File: src/hw/tvb_pkg.sv
/*
 * Shared widths, pool size and prefetch depth for the topic value buffer.
 * Buffer pointer and value types, the command opcode enum and the
 * free-list init state enum.
 */
package tvb_pkg;

    // Pool geometry. A pointer addresses one of NUM_BUFS value buffers.
    localparam int BPTR_NBITS     = 4;
    localparam int NUM_BUFS       = 16;
    localparam int VALUE_NBITS    = 16;
    // Depth of the show-ahead FIFO in front of the free list.
    localparam int PREFETCH_DEPTH = 2;

    typedef logic [BPTR_NBITS-1:0]  buf_ptr_t;
    typedef logic [VALUE_NBITS-1:0] value_t;

    // Client opcodes. Codes 6 and 7 are undefined and decode to OP_NOP.
    typedef enum logic [2:0] {
        OP_NOP   = 3'd0,
        OP_INIT  = 3'd1,
        OP_ALLOC = 3'd2,
        OP_FREE  = 3'd3,
        OP_WRITE = 3'd4,
        OP_READ  = 3'd5
    } tvb_op_e;

    // Free-list initialisation FSM.
    typedef enum logic [1:0] {
        INIT_IDLE   = 2'd0,
        RESET_FREEB = 2'd1,
        INIT_FREEB  = 2'd2,
        INIT_DONE   = 2'd3
    } init_state_e;

endpackage
File: src/hw/tvb_cmd_if.sv
/*
 * Decoded command bundle passed from the decode stage to the execute stage.
 */
`timescale 1ns/1ps

interface tvb_cmd_if;
    import tvb_pkg::*;

    // One decoded command per cycle, qualified by valid.
    logic     valid;
    tvb_op_e  op;
    buf_ptr_t ptr;
    value_t   data;

    // Decode drives the bundle.
    modport src (output valid, op, ptr, data);
    // Execute consumes it.
    modport dst (input valid, op, ptr, data);

endinterface

File: src/hw/topic_value_buffer.sv
/*
 * Topic value buffer manager top level.
 * Decode, execute and response stages around a shared free buffer list.
 */
`timescale 1ns/1ps

module topic_value_buffer (
    input  logic              clk,
    input  logic              reset,
    input  logic              cmd_valid,
    input  tvb_pkg::tvb_op_e  cmd_op,
    input  tvb_pkg::buf_ptr_t cmd_ptr,
    input  tvb_pkg::value_t   cmd_data,
    output logic              rsp_valid,
    output tvb_pkg::tvb_op_e  rsp_op,
    output tvb_pkg::buf_ptr_t rsp_ptr,
    output tvb_pkg::value_t   rsp_data,
    output logic              rsp_err,
    output logic              init_done,
    output logic              free_empty
);
    import tvb_pkg::*;

    // Execute to free list.
    logic     free_buf_rd;
    logic     rel_buf_valid;
    buf_ptr_t rel_buf_ptr;
    logic     freeb_init;
    buf_ptr_t free_buf_ptr;

    // Execute to response.
    logic     ex_valid;
    tvb_op_e  ex_op;
    buf_ptr_t ex_ptr;
    value_t   ex_data;
    logic     ex_err;

    tvb_cmd_if u_cmd_if ();

    tvb_cmd_decode u_tvb_cmd_decode (
        .clk      (clk),
        .reset    (reset),
        .cmd_valid(cmd_valid),
        .cmd_op   (cmd_op),
        .cmd_ptr  (cmd_ptr),
        .cmd_data (cmd_data),
        .cmd      (u_cmd_if.src)
    );

    tvb_value_store u_tvb_value_store (
        .clk          (clk),
        .reset        (reset),
        .cmd          (u_cmd_if.dst),
        .free_buf_ptr (free_buf_ptr),
        .freeb_empty  (free_empty),
        .init_done    (init_done),
        .free_buf_rd  (free_buf_rd),
        .rel_buf_valid(rel_buf_valid),
        .rel_buf_ptr  (rel_buf_ptr),
        .freeb_init   (freeb_init),
        .ex_valid     (ex_valid),
        .ex_op        (ex_op),
        .ex_ptr       (ex_ptr),
        .ex_data      (ex_data),
        .ex_err       (ex_err)
    );

    buf_free_list u_buf_free_list (
        .clk            (clk),
        .reset          (reset),
        .freeb_init     (freeb_init),
        .rel_buf_valid  (rel_buf_valid),
        .rel_buf_ptr    (rel_buf_ptr),
        .free_buf_rd    (free_buf_rd),
        .freeb_init_done(init_done),
        .freeb_empty    (free_empty),
        .free_buf_ptr   (free_buf_ptr)
    );

    tvb_result u_tvb_result (
        .clk      (clk),
        .reset    (reset),
        .ex_valid (ex_valid),
        .ex_op    (ex_op),
        .ex_ptr   (ex_ptr),
        .ex_data  (ex_data),
        .ex_err   (ex_err),
        .rsp_valid(rsp_valid),
        .rsp_op   (rsp_op),
        .rsp_ptr  (rsp_ptr),
        .rsp_data (rsp_data),
        .rsp_err  (rsp_err)
    );

endmodule

File: src/hw/tvb_result.sv
/*
 * Response stage. Registers the response and clears the data field
 * where it carries no meaning.
 */
`timescale 1ns/1ps

module tvb_result (
    input  logic              clk,
    input  logic              reset,
    input  logic              ex_valid,
    input  tvb_pkg::tvb_op_e  ex_op,
    input  tvb_pkg::buf_ptr_t ex_ptr,
    input  tvb_pkg::value_t   ex_data,
    input  logic              ex_err,
    output logic              rsp_valid,
    output tvb_pkg::tvb_op_e  rsp_op,
    output tvb_pkg::buf_ptr_t rsp_ptr,
    output tvb_pkg::value_t   rsp_data,
    output logic              rsp_err
);
    import tvb_pkg::*;

    logic data_used;

    // Only a successful READ or WRITE returns a value.
    assign data_used = !ex_err && ((ex_op == OP_READ) || (ex_op == OP_WRITE));

    always_ff @(posedge clk) begin
        if (reset) begin
            rsp_valid <= 1'b0;
        end else begin
            rsp_valid <= ex_valid;
        end
    end

    always_ff @(posedge clk) begin
        rsp_op   <= ex_op;
        rsp_ptr  <= ex_ptr;
        rsp_data <= data_used ? ex_data : '0;
        rsp_err  <= ex_err;
    end

endmodule

File: src/hw/tvb_value_store.sv
/*
 * Execute stage. Holds the value RAM and performs ALLOC, FREE, WRITE,
 * READ and INIT against the free list.
 */
`timescale 1ns/1ps

module tvb_value_store (
    input  logic              clk,
    input  logic              reset,
    tvb_cmd_if.dst            cmd,
    input  tvb_pkg::buf_ptr_t free_buf_ptr,
    input  logic              freeb_empty,
    input  logic              init_done,
    output logic              free_buf_rd,
    output logic              rel_buf_valid,
    output tvb_pkg::buf_ptr_t rel_buf_ptr,
    output logic              freeb_init,
    output logic              ex_valid,
    output tvb_pkg::tvb_op_e  ex_op,
    output tvb_pkg::buf_ptr_t ex_ptr,
    output tvb_pkg::value_t   ex_data,
    output logic              ex_err
);
    import tvb_pkg::*;

    value_t mem [NUM_BUFS];
    logic   cmd_err;

    // An ALLOC pops the prefetch head in the same cycle it is seen.
    assign free_buf_rd   = cmd.valid && (cmd.op == OP_ALLOC) && init_done && !freeb_empty;
    assign rel_buf_valid = cmd.valid && (cmd.op == OP_FREE) && init_done;
    assign rel_buf_ptr   = cmd.ptr;
    assign freeb_init    = cmd.valid && (cmd.op == OP_INIT);

    // INIT is always accepted. NOP never does anything, so it reports an error.
    // Any other command is refused until the free list is rebuilt.
    always_comb begin
        if (cmd.op == OP_INIT) begin
            cmd_err = 1'b0;
        end else if (cmd.op == OP_NOP || !init_done) begin
            cmd_err = 1'b1;
        end else if (cmd.op == OP_ALLOC) begin
            cmd_err = freeb_empty;
        end else begin
            cmd_err = 1'b0;
        end
    end

    always_ff @(posedge clk) begin
        if (reset) begin
            ex_valid <= 1'b0;
        end else begin
            ex_valid <= cmd.valid;
        end
    end

    // The RAM read is registered here, alongside the rest of the result.
    always_ff @(posedge clk) begin
        if (cmd.valid && (cmd.op == OP_WRITE) && init_done) begin
            mem[cmd.ptr] <= cmd.data;
        end
        ex_op   <= cmd.op;
        ex_ptr  <= (cmd.op == OP_ALLOC) ? free_buf_ptr : cmd.ptr;
        ex_data <= (cmd.op == OP_READ) ? mem[cmd.ptr] : cmd.data;
        ex_err  <= cmd_err;
    end

endmodule

File: src/hw/tvb_cmd_decode.sv
/*
 * Command decode stage. Registers the client command and maps undefined
 * opcodes to OP_NOP.
 */
`timescale 1ns/1ps

module tvb_cmd_decode (
    input  logic              clk,
    input  logic              reset,
    input  logic              cmd_valid,
    input  tvb_pkg::tvb_op_e  cmd_op,
    input  tvb_pkg::buf_ptr_t cmd_ptr,
    input  tvb_pkg::value_t   cmd_data,
    tvb_cmd_if.src            cmd
);
    import tvb_pkg::*;

    tvb_op_e dec_op;

    // Only the defined opcodes pass through unchanged.
    always_comb begin
        case (cmd_op)
            OP_INIT, OP_ALLOC, OP_FREE, OP_WRITE, OP_READ: dec_op = cmd_op;
            default: dec_op = OP_NOP;
        endcase
    end

    always_ff @(posedge clk) begin
        if (reset) begin
            cmd.valid <= 1'b0;
        end else begin
            cmd.valid <= cmd_valid;
        end
    end

    // Opcode, pointer and data are payload, qualified by cmd.valid.
    always_ff @(posedge clk) begin
        cmd.op   <= dec_op;
        cmd.ptr  <= cmd_ptr;
        cmd.data <= cmd_data;
    end

endmodule

File: src/hw/buf_free_list.sv
/*
 * Free buffer pointer list. An init FSM fills a RAM FIFO with every pointer,
 * released pointers are written back a cycle later, and a prefetch FIFO
 * keeps the next free pointer ready.
 */
`timescale 1ns/1ps

module buf_free_list (
    input  logic             clk,
    input  logic             reset,
    input  logic             freeb_init,
    input  logic             rel_buf_valid,
    input  tvb_pkg::buf_ptr_t rel_buf_ptr,
    input  logic             free_buf_rd,
    output logic             freeb_init_done,
    output logic             freeb_empty,
    output tvb_pkg::buf_ptr_t free_buf_ptr
);
    import tvb_pkg::*;

    init_state_e init_st;
    init_state_e nxt_init_st;

    logic     fifo_reset;
    logic     freeb_init_wr;
    logic     rel_buf_valid_d1;
    buf_ptr_t rel_buf_ptr_d1;

    logic     fifo_wr;
    logic     fifo_rd;
    logic     fifo_rd_d1;
    logic     fifo_empty;
    buf_ptr_t fifo_din;
    buf_ptr_t fifo_dout;
    buf_ptr_t fifo_wptr;

    logic     prefetch_wr;
    logic     prefetch_rd;
    logic     prefetch_full;
    logic     prefetch_fullm1;
    logic     prefetch_empty;
    buf_ptr_t prefetch_dout;

    // ************************************************************************
    // Init FSM
    // ************************************************************************

    // The list is rebuilt after reset and on every client INIT.
    always_comb begin
        nxt_init_st = init_st;
        case (init_st)
            INIT_IDLE:   nxt_init_st = RESET_FREEB;
            RESET_FREEB: nxt_init_st = INIT_FREEB;
            // The last pointer is written as the write pointer wraps.
            INIT_FREEB:  if (&fifo_wptr) nxt_init_st = INIT_DONE;
            INIT_DONE:   if (freeb_init) nxt_init_st = INIT_IDLE;
            default:     nxt_init_st = INIT_IDLE;
        endcase
    end

    always_ff @(posedge clk) begin
        if (reset) begin
            init_st          <= INIT_IDLE;
            fifo_reset       <= 1'b1;
            freeb_init_wr    <= 1'b0;
            rel_buf_valid_d1 <= 1'b0;
            fifo_rd_d1       <= 1'b0;
            freeb_init_done  <= 1'b0;
        end else begin
            init_st          <= nxt_init_st;
            fifo_reset       <= (nxt_init_st == RESET_FREEB);
            freeb_init_wr    <= (nxt_init_st == INIT_FREEB);
            rel_buf_valid_d1 <= rel_buf_valid;
            fifo_rd_d1       <= fifo_rd;
            // Done waits for the first pointer to land in the prefetch FIFO,
            // then holds until the next INIT.
            freeb_init_done  <= (nxt_init_st == INIT_DONE) &&
                                (freeb_init_done || !prefetch_empty);
        end
    end

    // Release pointer is only a payload, qualified by rel_buf_valid_d1.
    always_ff @(posedge clk) begin
        rel_buf_ptr_d1 <= rel_buf_ptr;
    end

    // ************************************************************************
    // RAM FIFO and prefetch
    // ************************************************************************

    // During init the FIFO stores its own write pointer, giving 0 to 15.
    assign fifo_wr  = freeb_init_wr | rel_buf_valid_d1;
    assign fifo_din = freeb_init_wr ? fifo_wptr : rel_buf_ptr_d1;

    // Drain into the prefetch FIFO only when the word has somewhere to go.
    // A read issued now lands two edges later, behind any pending write.
    // No read starts while the FIFOs are held in reset, so no stale pointer
    // reaches the prefetch FIFO after it has been cleared.
    assign fifo_rd = ~fifo_reset & ~freeb_init_wr & ~fifo_empty &
                     ~((prefetch_wr & prefetch_fullm1) | prefetch_full);

    assign prefetch_wr = fifo_rd_d1;
    assign prefetch_rd = freeb_init_done & free_buf_rd;

    assign free_buf_ptr = prefetch_dout;
    assign freeb_empty  = prefetch_empty;

    sync_ram_fifo #(
        .DATA_NBITS(BPTR_NBITS),
        .ADDR_NBITS(BPTR_NBITS)
    ) u_sync_ram_fifo (
        .clk       (clk),
        .fifo_reset(fifo_reset),
        .din       (fifo_din),
        .wr        (fifo_wr),
        .rd        (fifo_rd),
        .dout      (fifo_dout),
        .wptr      (fifo_wptr),
        .count     (),
        .full      (),
        .empty     (fifo_empty)
    );

    prefetch_fifo #(
        .DATA_NBITS(BPTR_NBITS),
        .DEPTH     (PREFETCH_DEPTH)
    ) u_prefetch_fifo (
        .clk       (clk),
        .fifo_reset(fifo_reset),
        .din       (fifo_dout),
        .wr        (prefetch_wr),
        .rd        (prefetch_rd),
        .dout      (prefetch_dout),
        .full      (prefetch_full),
        .fullm1    (prefetch_fullm1),
        .empty     (prefetch_empty)
    );

endmodule

File: src/hw/prefetch_fifo.sv
/*
 * Small flop FIFO with a show-ahead head word and a full-minus-one flag.
 */
`timescale 1ns/1ps

module prefetch_fifo #(
    parameter int DATA_NBITS = tvb_pkg::BPTR_NBITS,
    parameter int DEPTH      = tvb_pkg::PREFETCH_DEPTH
) (
    input  logic                  clk,
    input  logic                  fifo_reset,
    input  logic [DATA_NBITS-1:0] din,
    input  logic                  wr,
    input  logic                  rd,
    output logic [DATA_NBITS-1:0] dout,
    output logic                  full,
    output logic                  fullm1,
    output logic                  empty
);

    logic [DATA_NBITS-1:0]      mem [DEPTH];
    logic [$clog2(DEPTH)-1:0]   wptr;
    logic [$clog2(DEPTH)-1:0]   rptr;
    logic [$clog2(DEPTH+1)-1:0] count;
    logic                       wr_en;
    logic                       rd_en;

    assign wr_en = wr & ~full;
    assign rd_en = rd & ~empty;

    // The head entry is always on dout, so a pop needs no read latency.
    assign dout   = mem[rptr];
    assign full   = (count == DEPTH);
    assign fullm1 = (count == DEPTH - 1);
    assign empty  = (count == 0);

    always_ff @(posedge clk) begin
        if (fifo_reset) begin
            wptr  <= '0;
            rptr  <= '0;
            count <= '0;
        end else begin
            if (wr_en) begin
                wptr <= (wptr == DEPTH - 1) ? '0 : wptr + 1'b1;
            end
            if (rd_en) begin
                rptr <= (rptr == DEPTH - 1) ? '0 : rptr + 1'b1;
            end
            if (wr_en && !rd_en) begin
                count <= count + 1'b1;
            end else if (rd_en && !wr_en) begin
                count <= count - 1'b1;
            end
        end
    end

    always_ff @(posedge clk) begin
        if (wr_en) begin
            mem[wptr] <= din;
        end
    end

endmodule

File: src/hw/sync_ram_fifo.sv
/*
 * Synchronous RAM FIFO with a registered read port.
 * The write pointer and the occupancy are visible to the caller.
 */
`timescale 1ns/1ps

module sync_ram_fifo #(
    parameter int DATA_NBITS = tvb_pkg::BPTR_NBITS,
    parameter int ADDR_NBITS = tvb_pkg::BPTR_NBITS
) (
    input  logic                  clk,
    input  logic                  fifo_reset,
    input  logic [DATA_NBITS-1:0] din,
    input  logic                  wr,
    input  logic                  rd,
    output logic [DATA_NBITS-1:0] dout,
    output logic [ADDR_NBITS-1:0] wptr,
    output logic [ADDR_NBITS:0]   count,
    output logic                  full,
    output logic                  empty
);

    logic [DATA_NBITS-1:0] mem [2**ADDR_NBITS];
    logic [ADDR_NBITS-1:0] rptr;
    logic                  wr_en;
    logic                  rd_en;

    // A write to a full FIFO or a read from an empty one is ignored.
    assign wr_en = wr & ~full;
    assign rd_en = rd & ~empty;

    // The count is one bit wider than the address, so its top bit is full.
    assign full  = count[ADDR_NBITS];
    assign empty = (count == '0);

    always_ff @(posedge clk) begin
        if (fifo_reset) begin
            wptr  <= '0;
            rptr  <= '0;
            count <= '0;
        end else begin
            if (wr_en) begin
                wptr <= wptr + 1'b1;
            end
            if (rd_en) begin
                rptr <= rptr + 1'b1;
            end
            if (wr_en && !rd_en) begin
                count <= count + 1'b1;
            end else if (rd_en && !wr_en) begin
                count <= count - 1'b1;
            end
        end
    end

    // Storage and read data register. The word appears one cycle after rd.
    always_ff @(posedge clk) begin
        if (wr_en) begin
            mem[wptr] <= din;
        end
        if (rd_en) begin
            dout <= mem[rptr];
        end
    end

endmodule

File: config.mk
export PLATFORM = sky130hd
export DESIGN_NAME = topic_value_buffer
export DESIGN_NICKNAME = d
export VERILOG_FILES = /design/src/hw/tvb_pkg.sv /design/src/hw/tvb_cmd_if.sv /design/src/hw/topic_value_buffer.sv /design/src/hw/tvb_result.sv /design/src/hw/tvb_value_store.sv /design/src/hw/tvb_cmd_decode.sv /design/src/hw/buf_free_list.sv /design/src/hw/prefetch_fifo.sv /design/src/hw/sync_ram_fifo.sv
export SDC_FILE = /design/constraint.sdc
export NUM_CORES = 1
export LEC_CHECK = 0
export BUFFER_PORTS_ARGS = -buffer_cell sky130_fd_sc_hd__clkbuf_2
export CAP_MARGIN = 20
export CORE_AREA = 2 2 214 216
export CTS_CLUSTER_DIAMETER = 60
export DETAILED_ROUTE_END_ITERATION = 8
export DIE_AREA = 0 0 216 218
export PLACE_DENSITY = 0.59
export SETUP_SLACK_MARGIN = 0.4
export SYNTH_ARGS = -nofsm -noshare
export SYNTH_HDL_FRONTEND = slang
export SYNTH_SLANG_ARGS = --single-unit
File: constraint.sdc
create_clock -name clk -period 4 [get_ports clk]
set_input_delay 1 -clock clk [delete_from_list [all_inputs] [get_ports clk]]
set_output_delay 1 -clock clk [all_outputs]
set_load 0.02 [all_outputs]
; Yosys cells after proc, flatten, opt, wreduce, memory -nomap -nowiden
; Memories as Yosys holds them, arrays and structs flattened. A register that Yosys moved wholly into a read port is not among the register bits.
; Cells that the tools add are included.
[word_totals]
mem_count = 3
word_cells = 130
mem_bits_rw = 328
reg_bits = 102
[classes]
mux = 22
bitwise_logic = 18
n_eq_ne = 20
add_sub_neg = 8
n_reduce_logical = 32
[memory_table]
columns = memory, words, word_bits, read_ports, rd_clocked_by_memory_dff, wr, line
row1 = u_tvb_value_store.mem, 16, 16, 1, 1, 1, tvb_value_store.sv:26  ; value_t mem [NUM_BUFS];
row2 = u_buf_free_list.u_sync_ram_fifo.mem, 16, 4, 1, 1, 1, sync_ram_fifo.sv:23  ; logic [DATA_NBITS-1:0] mem [2**ADDR_NBITS];
row3 = u_buf_free_list.u_prefetch_fifo.mem, 2, 4, 1, 1, 1, prefetch_fifo.sv:21  ; logic [DATA_NBITS-1:0] mem [DEPTH];
[op_table]
columns = op, count
row1 = equality test 3 bit (second input constant), 6
row2 = two-way mux 16 bit, 1
row3 = logical AND 1 bit, 14
row4 = equality test 3 x 2 -> 1 bit (second input constant), 4
row5 = two-way mux 1 bit, 12
row6 = equality test 2 bit (second input constant), 5
row7 = two-way mux 5 bit, 2
row8 = bitwise AND 1 bit, 9
row9 = adder 4 x 1 -> 4 bit (second input constant), 2
row10 = two-way mux 2 bit, 4
row11 = two-way mux 4 bit, 2
row12 = case mux 2 bit (4 select lines), 1
row13 = logical NOT 1 bit, 7
row14 = inverter 1 bit, 7
row15 = equality test 2 x 1 -> 1 bit (second input constant), 3
row16 = equality test 3 x 1 -> 1 bit (second input constant), 2
row17 = adder 5 x 1 -> 5 bit (second input constant), 1
row18 = logical NOT 5 bit, 1
row19 = OR reduction 5 bit, 1
row20 = subtractor 5 x 1 -> 5 bit (second input constant), 1
row21 = logical NOT 2 bit, 2
row22 = AND reduction 4 bit, 1
row23 = nonzero test 2 bit, 2
row24 = logical NOT 3 bit, 1
row25 = other kinds (5), 9

; Depth between registers and ports, before layout
[depth]
depth_word = 9
mapped_depth = 12

; Cells and area by module
; A second synthesis with hierarchy kept.
[hier_totals]
hier_cells = 875
area_unflattened_um2 = 16378.2
[by_module_without_submodules]
columns = mod, cells_per_inst, area_each_um2, n_inst
row1 = tvb_value_store, 522, 10759.1, 1
row2 = sync_ram_fifo, 211, 3413.3, 1
row3 = tvb_result, 45, 778.2, 1
row4 = prefetch_fifo, 38, 545.5, 1
row5 = tvb_cmd_decode, 28, 509.2, 1
row6 = buf_free_list, 31, 372.9, 1

; Least setup slack after synthesis
; No wires, ideal clock.
[synth_timing]
path_kind = register to register
start = reg u_buf_free_list.freeb_init_done
end = mem u_tvb_value_store.mem[12][0] (netlist bit) (enable)
path_stages_with_launch = 5
required_time_ns = 3.570
synth_period_minus_slack_ns = 3.219
path_slack_ns = 0.781
t_arrival_ns = 2.789
cell_sequence = dfxtp_1 nand2_1 or4b_1 buf_2 nor4_1
[synth_via]
elab_chain_cells = 3
[synth_rtl]
columns = item, line
row1 = "start, declared", buf_free_list.sv:15  ; output logic freeb_init_done,
row2 = "start signal, assigned", buf_free_list.sv:77  ; freeb_init_done <= (nxt_init_st == INIT_DONE) &&
row3 = logical AND 1 bit, tvb_value_store.sv:59  ; if (cmd.valid && (cmd.op == OP_WRITE) && init_done) begin
row4 = two-way mux 1 bit, tvb_value_store.sv:59
row5 = two-way mux 1 bit (implied by the code), tvb_value_store.sv:60  ; mem[cmd.ptr] <= cmd.data;
row6 = "end, declared", tvb_value_store.sv:26
; Every way passes these cells.

; Worst setup path after layout
[layout_timing]
start = reg u_buf_free_list.u_prefetch_fifo.count[1]
end = reg u_buf_free_list.u_sync_ram_fifo.count[4]
[layout_via]
elab_chain_cells = 9
elab_cells_between_ends = 12
classes_between = eq/ne: 2 / mux: 1 / bitwise: 5 / reduce/logical: 4
[layout_rtl]
columns = item, line
row1 = "start, declared", prefetch_fifo.sv:24  ; logic [$clog2(DEPTH+1)-1:0] count;
row2 = "start signal, assigned", prefetch_fifo.sv:50  ; count <= count + 1'b1;
row3 = "start signal, assigned", prefetch_fifo.sv:52  ; count <= count - 1'b1;
row4 = equality test 2 x 1 -> 1 bit, prefetch_fifo.sv:34  ; assign fullm1 = (count == DEPTH - 1);
row5 = bitwise AND 1 bit, buf_free_list.sv:100  ; ~((prefetch_wr & prefetch_fullm1) | prefetch_full);
row6 = OR 1 bit *, buf_free_list.sv:100
row7 = inverter 1 bit *, buf_free_list.sv:100
row8 = bitwise AND 1 bit *, buf_free_list.sv:99  ; assign fifo_rd = ~fifo_reset & ~freeb_init_wr & ~fifo_empty &
row9 = bitwise AND 1 bit *, sync_ram_fifo.sv:30  ; assign rd_en = rd & ~empty;
row10 = logical NOT 1 bit, sync_ram_fifo.sv:48  ; if (wr_en && !rd_en) begin
row11 = logical AND 1 bit, sync_ram_fifo.sv:48
row12 = two-way mux 5 bit or nonzero test 2 bit (tied branches), n/a
row13 = "end signal, assigned", sync_ram_fifo.sv:49  ; count <= count + 1'b1;
row14 = "end signal, assigned", sync_ram_fifo.sv:51  ; count <= count - 1'b1;
row15 = "end, declared", sync_ram_fifo.sv:18  ; output logic [ADDR_NBITS:0] count,
; Every way passes the cells marked *; elsewhere a longest branch is shown, timed or not.
; A chain may end at the register's enable or synchronous reset.

==> summary.txt <==
Critical path
  – CP Launch Type: flip-flop
  – R2r startpoint: u_buf_free_list.u_prefetch_fifo.count[1]$_SDFFE_PP0P_
  – RR Endpoint: u_buf_free_list.u_sync_ram_fifo.count[4]$_SDFFE_PP0P_
  – Crit path kind: reg2reg
  – Arrival time worst endpoint: 3270 ps
  – Worst-path fanout max: 4
  – Cell Chain, Critical Path: inv_1 -> ha_1 -> a2111oi_4 -> o21ai_4 -> ha_1 -> inv_1 -> ha_1 -> a21o_1 -> a21oi_1 -> mux2i_1 -> mux2_2
  – Worst path slowest cell: a2111oi_4
  – CP Capture Type: flip-flop
  – CP required: 4460 ps
  – R2R cell count: 11
  – FF-to-FF setup slack: between 1000 and 1500 ps
  – Max incr delay on CP: 390 ps
  – Most frequent CP cell: ha_1

Synthesis
  – Yosys warns: 0
  – Synth Register Bits: approximately 440
  – Async set-reset flop share out of synthesis: 0%
  – Synth Cell Area: ~0.016 sq mm
  – Mapped Cells: 892
  – Syn nets: 932
  – Leading area contributor after synthesis: edfxtp_1
  – Post-synth EDFFs: 332
  – Post-synth top cells: edfxtp_1 (332), dfxtp_1 (103), nor2_1 (71)
  – Cell with the most instances after synthesis: edfxtp_1
  – Synth top area share: 62.4%
  – Top cells by area, synth: edfxtp_1 (62%), dfxtp_1 (13%), mux4_2 (7.9%), mux2i_1 (3.2%), nor2_1 (1.7%)
  – Sequential-to-total area share from yosys stat: 75.3%
  – Syn avg cell area: 17.9 sq um
  – Most common flop cell mapped by yosys: edfxtp_1
  – Synth unique cells: 57

Die
  – Die height: between 200 and 250 microns
  – Initial Util: 35.6%
  – IO Count: 53
  – Floorplan row count: 78
  – Die area: between 0.04 and 0.05 sq mm
  – Core Region: 0.0449 sq mm
  – Chip width: around 220 microns

Routing
  – DR DRC count: 0
  – Iteration-0 DRC Markers: approximately 560
  – Remaining antenna violation count: 0
  – Via density: 4.86
  – DRT Pass-1 Iters: 5
  – Vias: 7,825
  – Wire per inst: 19.9 microns
  – Routed wire length: 32,000 microns

CTS
  – Post-CTS setup buffer count: 0
  – CTS tree: yes
  – Hold-fix buffers, CTS: 0
  – Root Driver: clkbuf_16
  – Post-cts sizing count: 0
  – H-Tree Depth: 2
  – Latest clock arrival within the worst-skew pair: about 580 ps
  – Longest Clk Path Bufs: 3
  – Clk pin slew, worst setup/hold paths: 60 ps
  – Num CTS Buffers: 46
  – Clock tree sinks: 435

STA
  – Actual slew at the worst max-slew pin: 983 ps
  – Final Hold Violating Endpoints: 0
  – Setup_tns: 0 ps
  – Tcrit/Tclk final: 70.1%
  – Worst Skew: 26.8 ps
  – Slew Limit Fails: 0
  – # setup viols final: 0
  – Fmax: 0.357 GHz
  – Final worst path period need: between 2000 and 3000 ps
  – Slew Limit Headroom: 34.2%
  – RSZ-0062 raised after global routing: false

Pwr
  – Maximum VDD drop: 253 uV
  – Power Total: 0.00966 W
  – Leak pwr: 6.21 nW
  – Cell Pwr Density: 520 mW/mm^2

Global routing
  – Total track usage: 13.9%
  – Initial antenna violation count: 0
  – First-pass GRT wire length: 49,300 microns
  – Number of global-route vias before repair: a little over 8,000
  – Total gr overflow: 0
  – Largest net degree at the start of global routing: 46

Hold path
  – Min-delay worst type: reg2reg
  – Worst hold path depth: 0
  – Hold EP: u_tvb_result.rsp_ptr[1]$_DFF_P_
  – Hold wc startpoint: u_tvb_value_store.ex_ptr[1]$_DFF_P_

Placed design
  – Placed cell count: 1,525
  – GP Congestion: 0.736
  – I/O Buffers: 52
  – DPL Wire Length: 19,900 microns

Job
  – Maxcap violations: 0

Finish
  – Layout cells sized above 1: roughly a quarter
  – N_diodes: 0
  – Fin cells: ~1,600
  – Area grow syn2layout: 16.2%
  – Layout net count: around 1,000

Outcome
  – Status: finished clean
cell type report:
cell class,count,area [sq um]
sequential,435,12000
inverter,11,43.8
timing repair buffer,78,475
clock buffer,64,1290
clock inverter,21,253
tap,600,751
multi-input combinational,402,3730
fill,4004,26300
routing by layer:
metal  global-route usage, %  part of all wire, %  up-vias
met2                    22.1                   47      156
li1                        -                    -     3623
met1                    19.2                   46     3987
met3                    3.08                  4.8       59
met5                       0                    0        -
met4                    4.38                  2.4        0
logic make-up after synthesis:
family / share of synthesized area [%]
flops: 75.3
simple gates: 5.02
mux: 11.7
compound gates: 4.30
buf+inv: 1.83
fa+ha+maj: 1.14
xor+xnor: 0.712
report_power, final:
part / switching, W / internal, W / total [W]
clock network: 0.00172 / 0.00259 / 0.00431
registers: 0.0000922 / 0.00492 / 0.00501
logic: 0.000187 / 0.000150 / 0.000337
registers in the layout, summed over array words and instances, names as in the netlist, 4 cells and up, named ones only:
name	count
u_buf_free_list.u_sync_ram_fifo.mem	64
u_buf_free_list.u_prefetch_fifo.mem	8
u_tvb_value_store.mem	256
u_buf_free_list.u_sync_ram_fifo.wptr	4
u_tvb_value_store.ex_ptr	4
u_buf_free_list.u_sync_ram_fifo.dout	4
u_tvb_cmd_decode.cmd.data	16
u_tvb_value_store.ex_data	16
u_buf_free_list.u_sync_ram_fifo.rptr	4
u_buf_free_list.u_sync_ram_fifo.count	5
u_buf_free_list.rel_buf_ptr_d1	4
u_tvb_result.rsp_ptr	4
u_tvb_cmd_decode.cmd.ptr	4
u_tvb_result.rsp_data	16
placed cells by master, fill, tap and decap left out, drive strengths merged, types with 2 or more instances in the layout:
master	count
nor4	3
nand2b	4
a22oi	20
inv	12
mux4	56
nor2	73
a21oi	31
mux2i	51
a21o	2
bufinv	5
o21ai	11
nand3	4
dfxtp	103
and2	20
a31oi	18
or2	3
clkinvlp	2
nor2b	11
buf	26
clkbuf	116
xor2	9
mux2	9
nand4	2
clkinv	13
nand2	17
a221oi	4
ha	13
o22ai	16
edfxtp	332
nor3	7
nor3b	2
xnor2	4
how the worst max path moves through the flow:
stage	slack [ps]	depth (start not counted)	from	to
global route	1000	11	u_buf_free_list.u_prefetch_fifo.count[1]$_SDFFE_PP0P_	u_buf_free_list.u_sync_ram_fifo.count[4]$_SDFFE_PP0P_
floorplan	780	4	u_buf_free_list.freeb_init_done$_SDFF_PP0_	u_tvb_value_store.mem[12][0]$_DFFE_PP_
detailed placement	1180	11	u_buf_free_list.u_prefetch_fifo.count[1]$_SDFFE_PP0P_	u_buf_free_list.u_sync_ram_fifo.count[4]$_SDFFE_PP0P_
global placement	1200	11	u_buf_free_list.u_prefetch_fifo.count[1]$_SDFFE_PP0P_	u_buf_free_list.u_sync_ram_fifo.count[4]$_SDFFE_PP0P_
finish	1200	11	u_buf_free_list.u_prefetch_fifo.count[1]$_SDFFE_PP0P_	u_buf_free_list.u_sync_ram_fifo.count[4]$_SDFFE_PP0P_
CTS	1170	11	u_buf_free_list.u_prefetch_fifo.count[1]$_SDFFE_PP0P_	u_buf_free_list.u_sync_ram_fifo.count[4]$_SDFFE_PP0P_
worst max-delay path: cells and delay by family (launching register included):
| kind | cells | cell delay, ps |
|---|---|---|
| DFF | 1 | 350 |
| AOI/OAI and AO/OA | 4 | 860 |
| muxes | 2 | 560 |
| buffers and inverters | 2 | 200 |
| adders and majority gates | 3 | 730 |
through the flow:
stage	setup slack (ps)	util [%]	instance area, sq um	hold slack (ps)
2_1_floorplan	781	-	16000	310
3_3_place_gp	1200	37.9	17000	312
3_5_place_dp	1180	37.9	17000	313
4_1_cts	1170	41.3	18500	328
5_1_grt	1000	41.4	18600	334
6_report	1200	41.4	18600	325
Note: power is estimated with default switching activity, not from simulation.
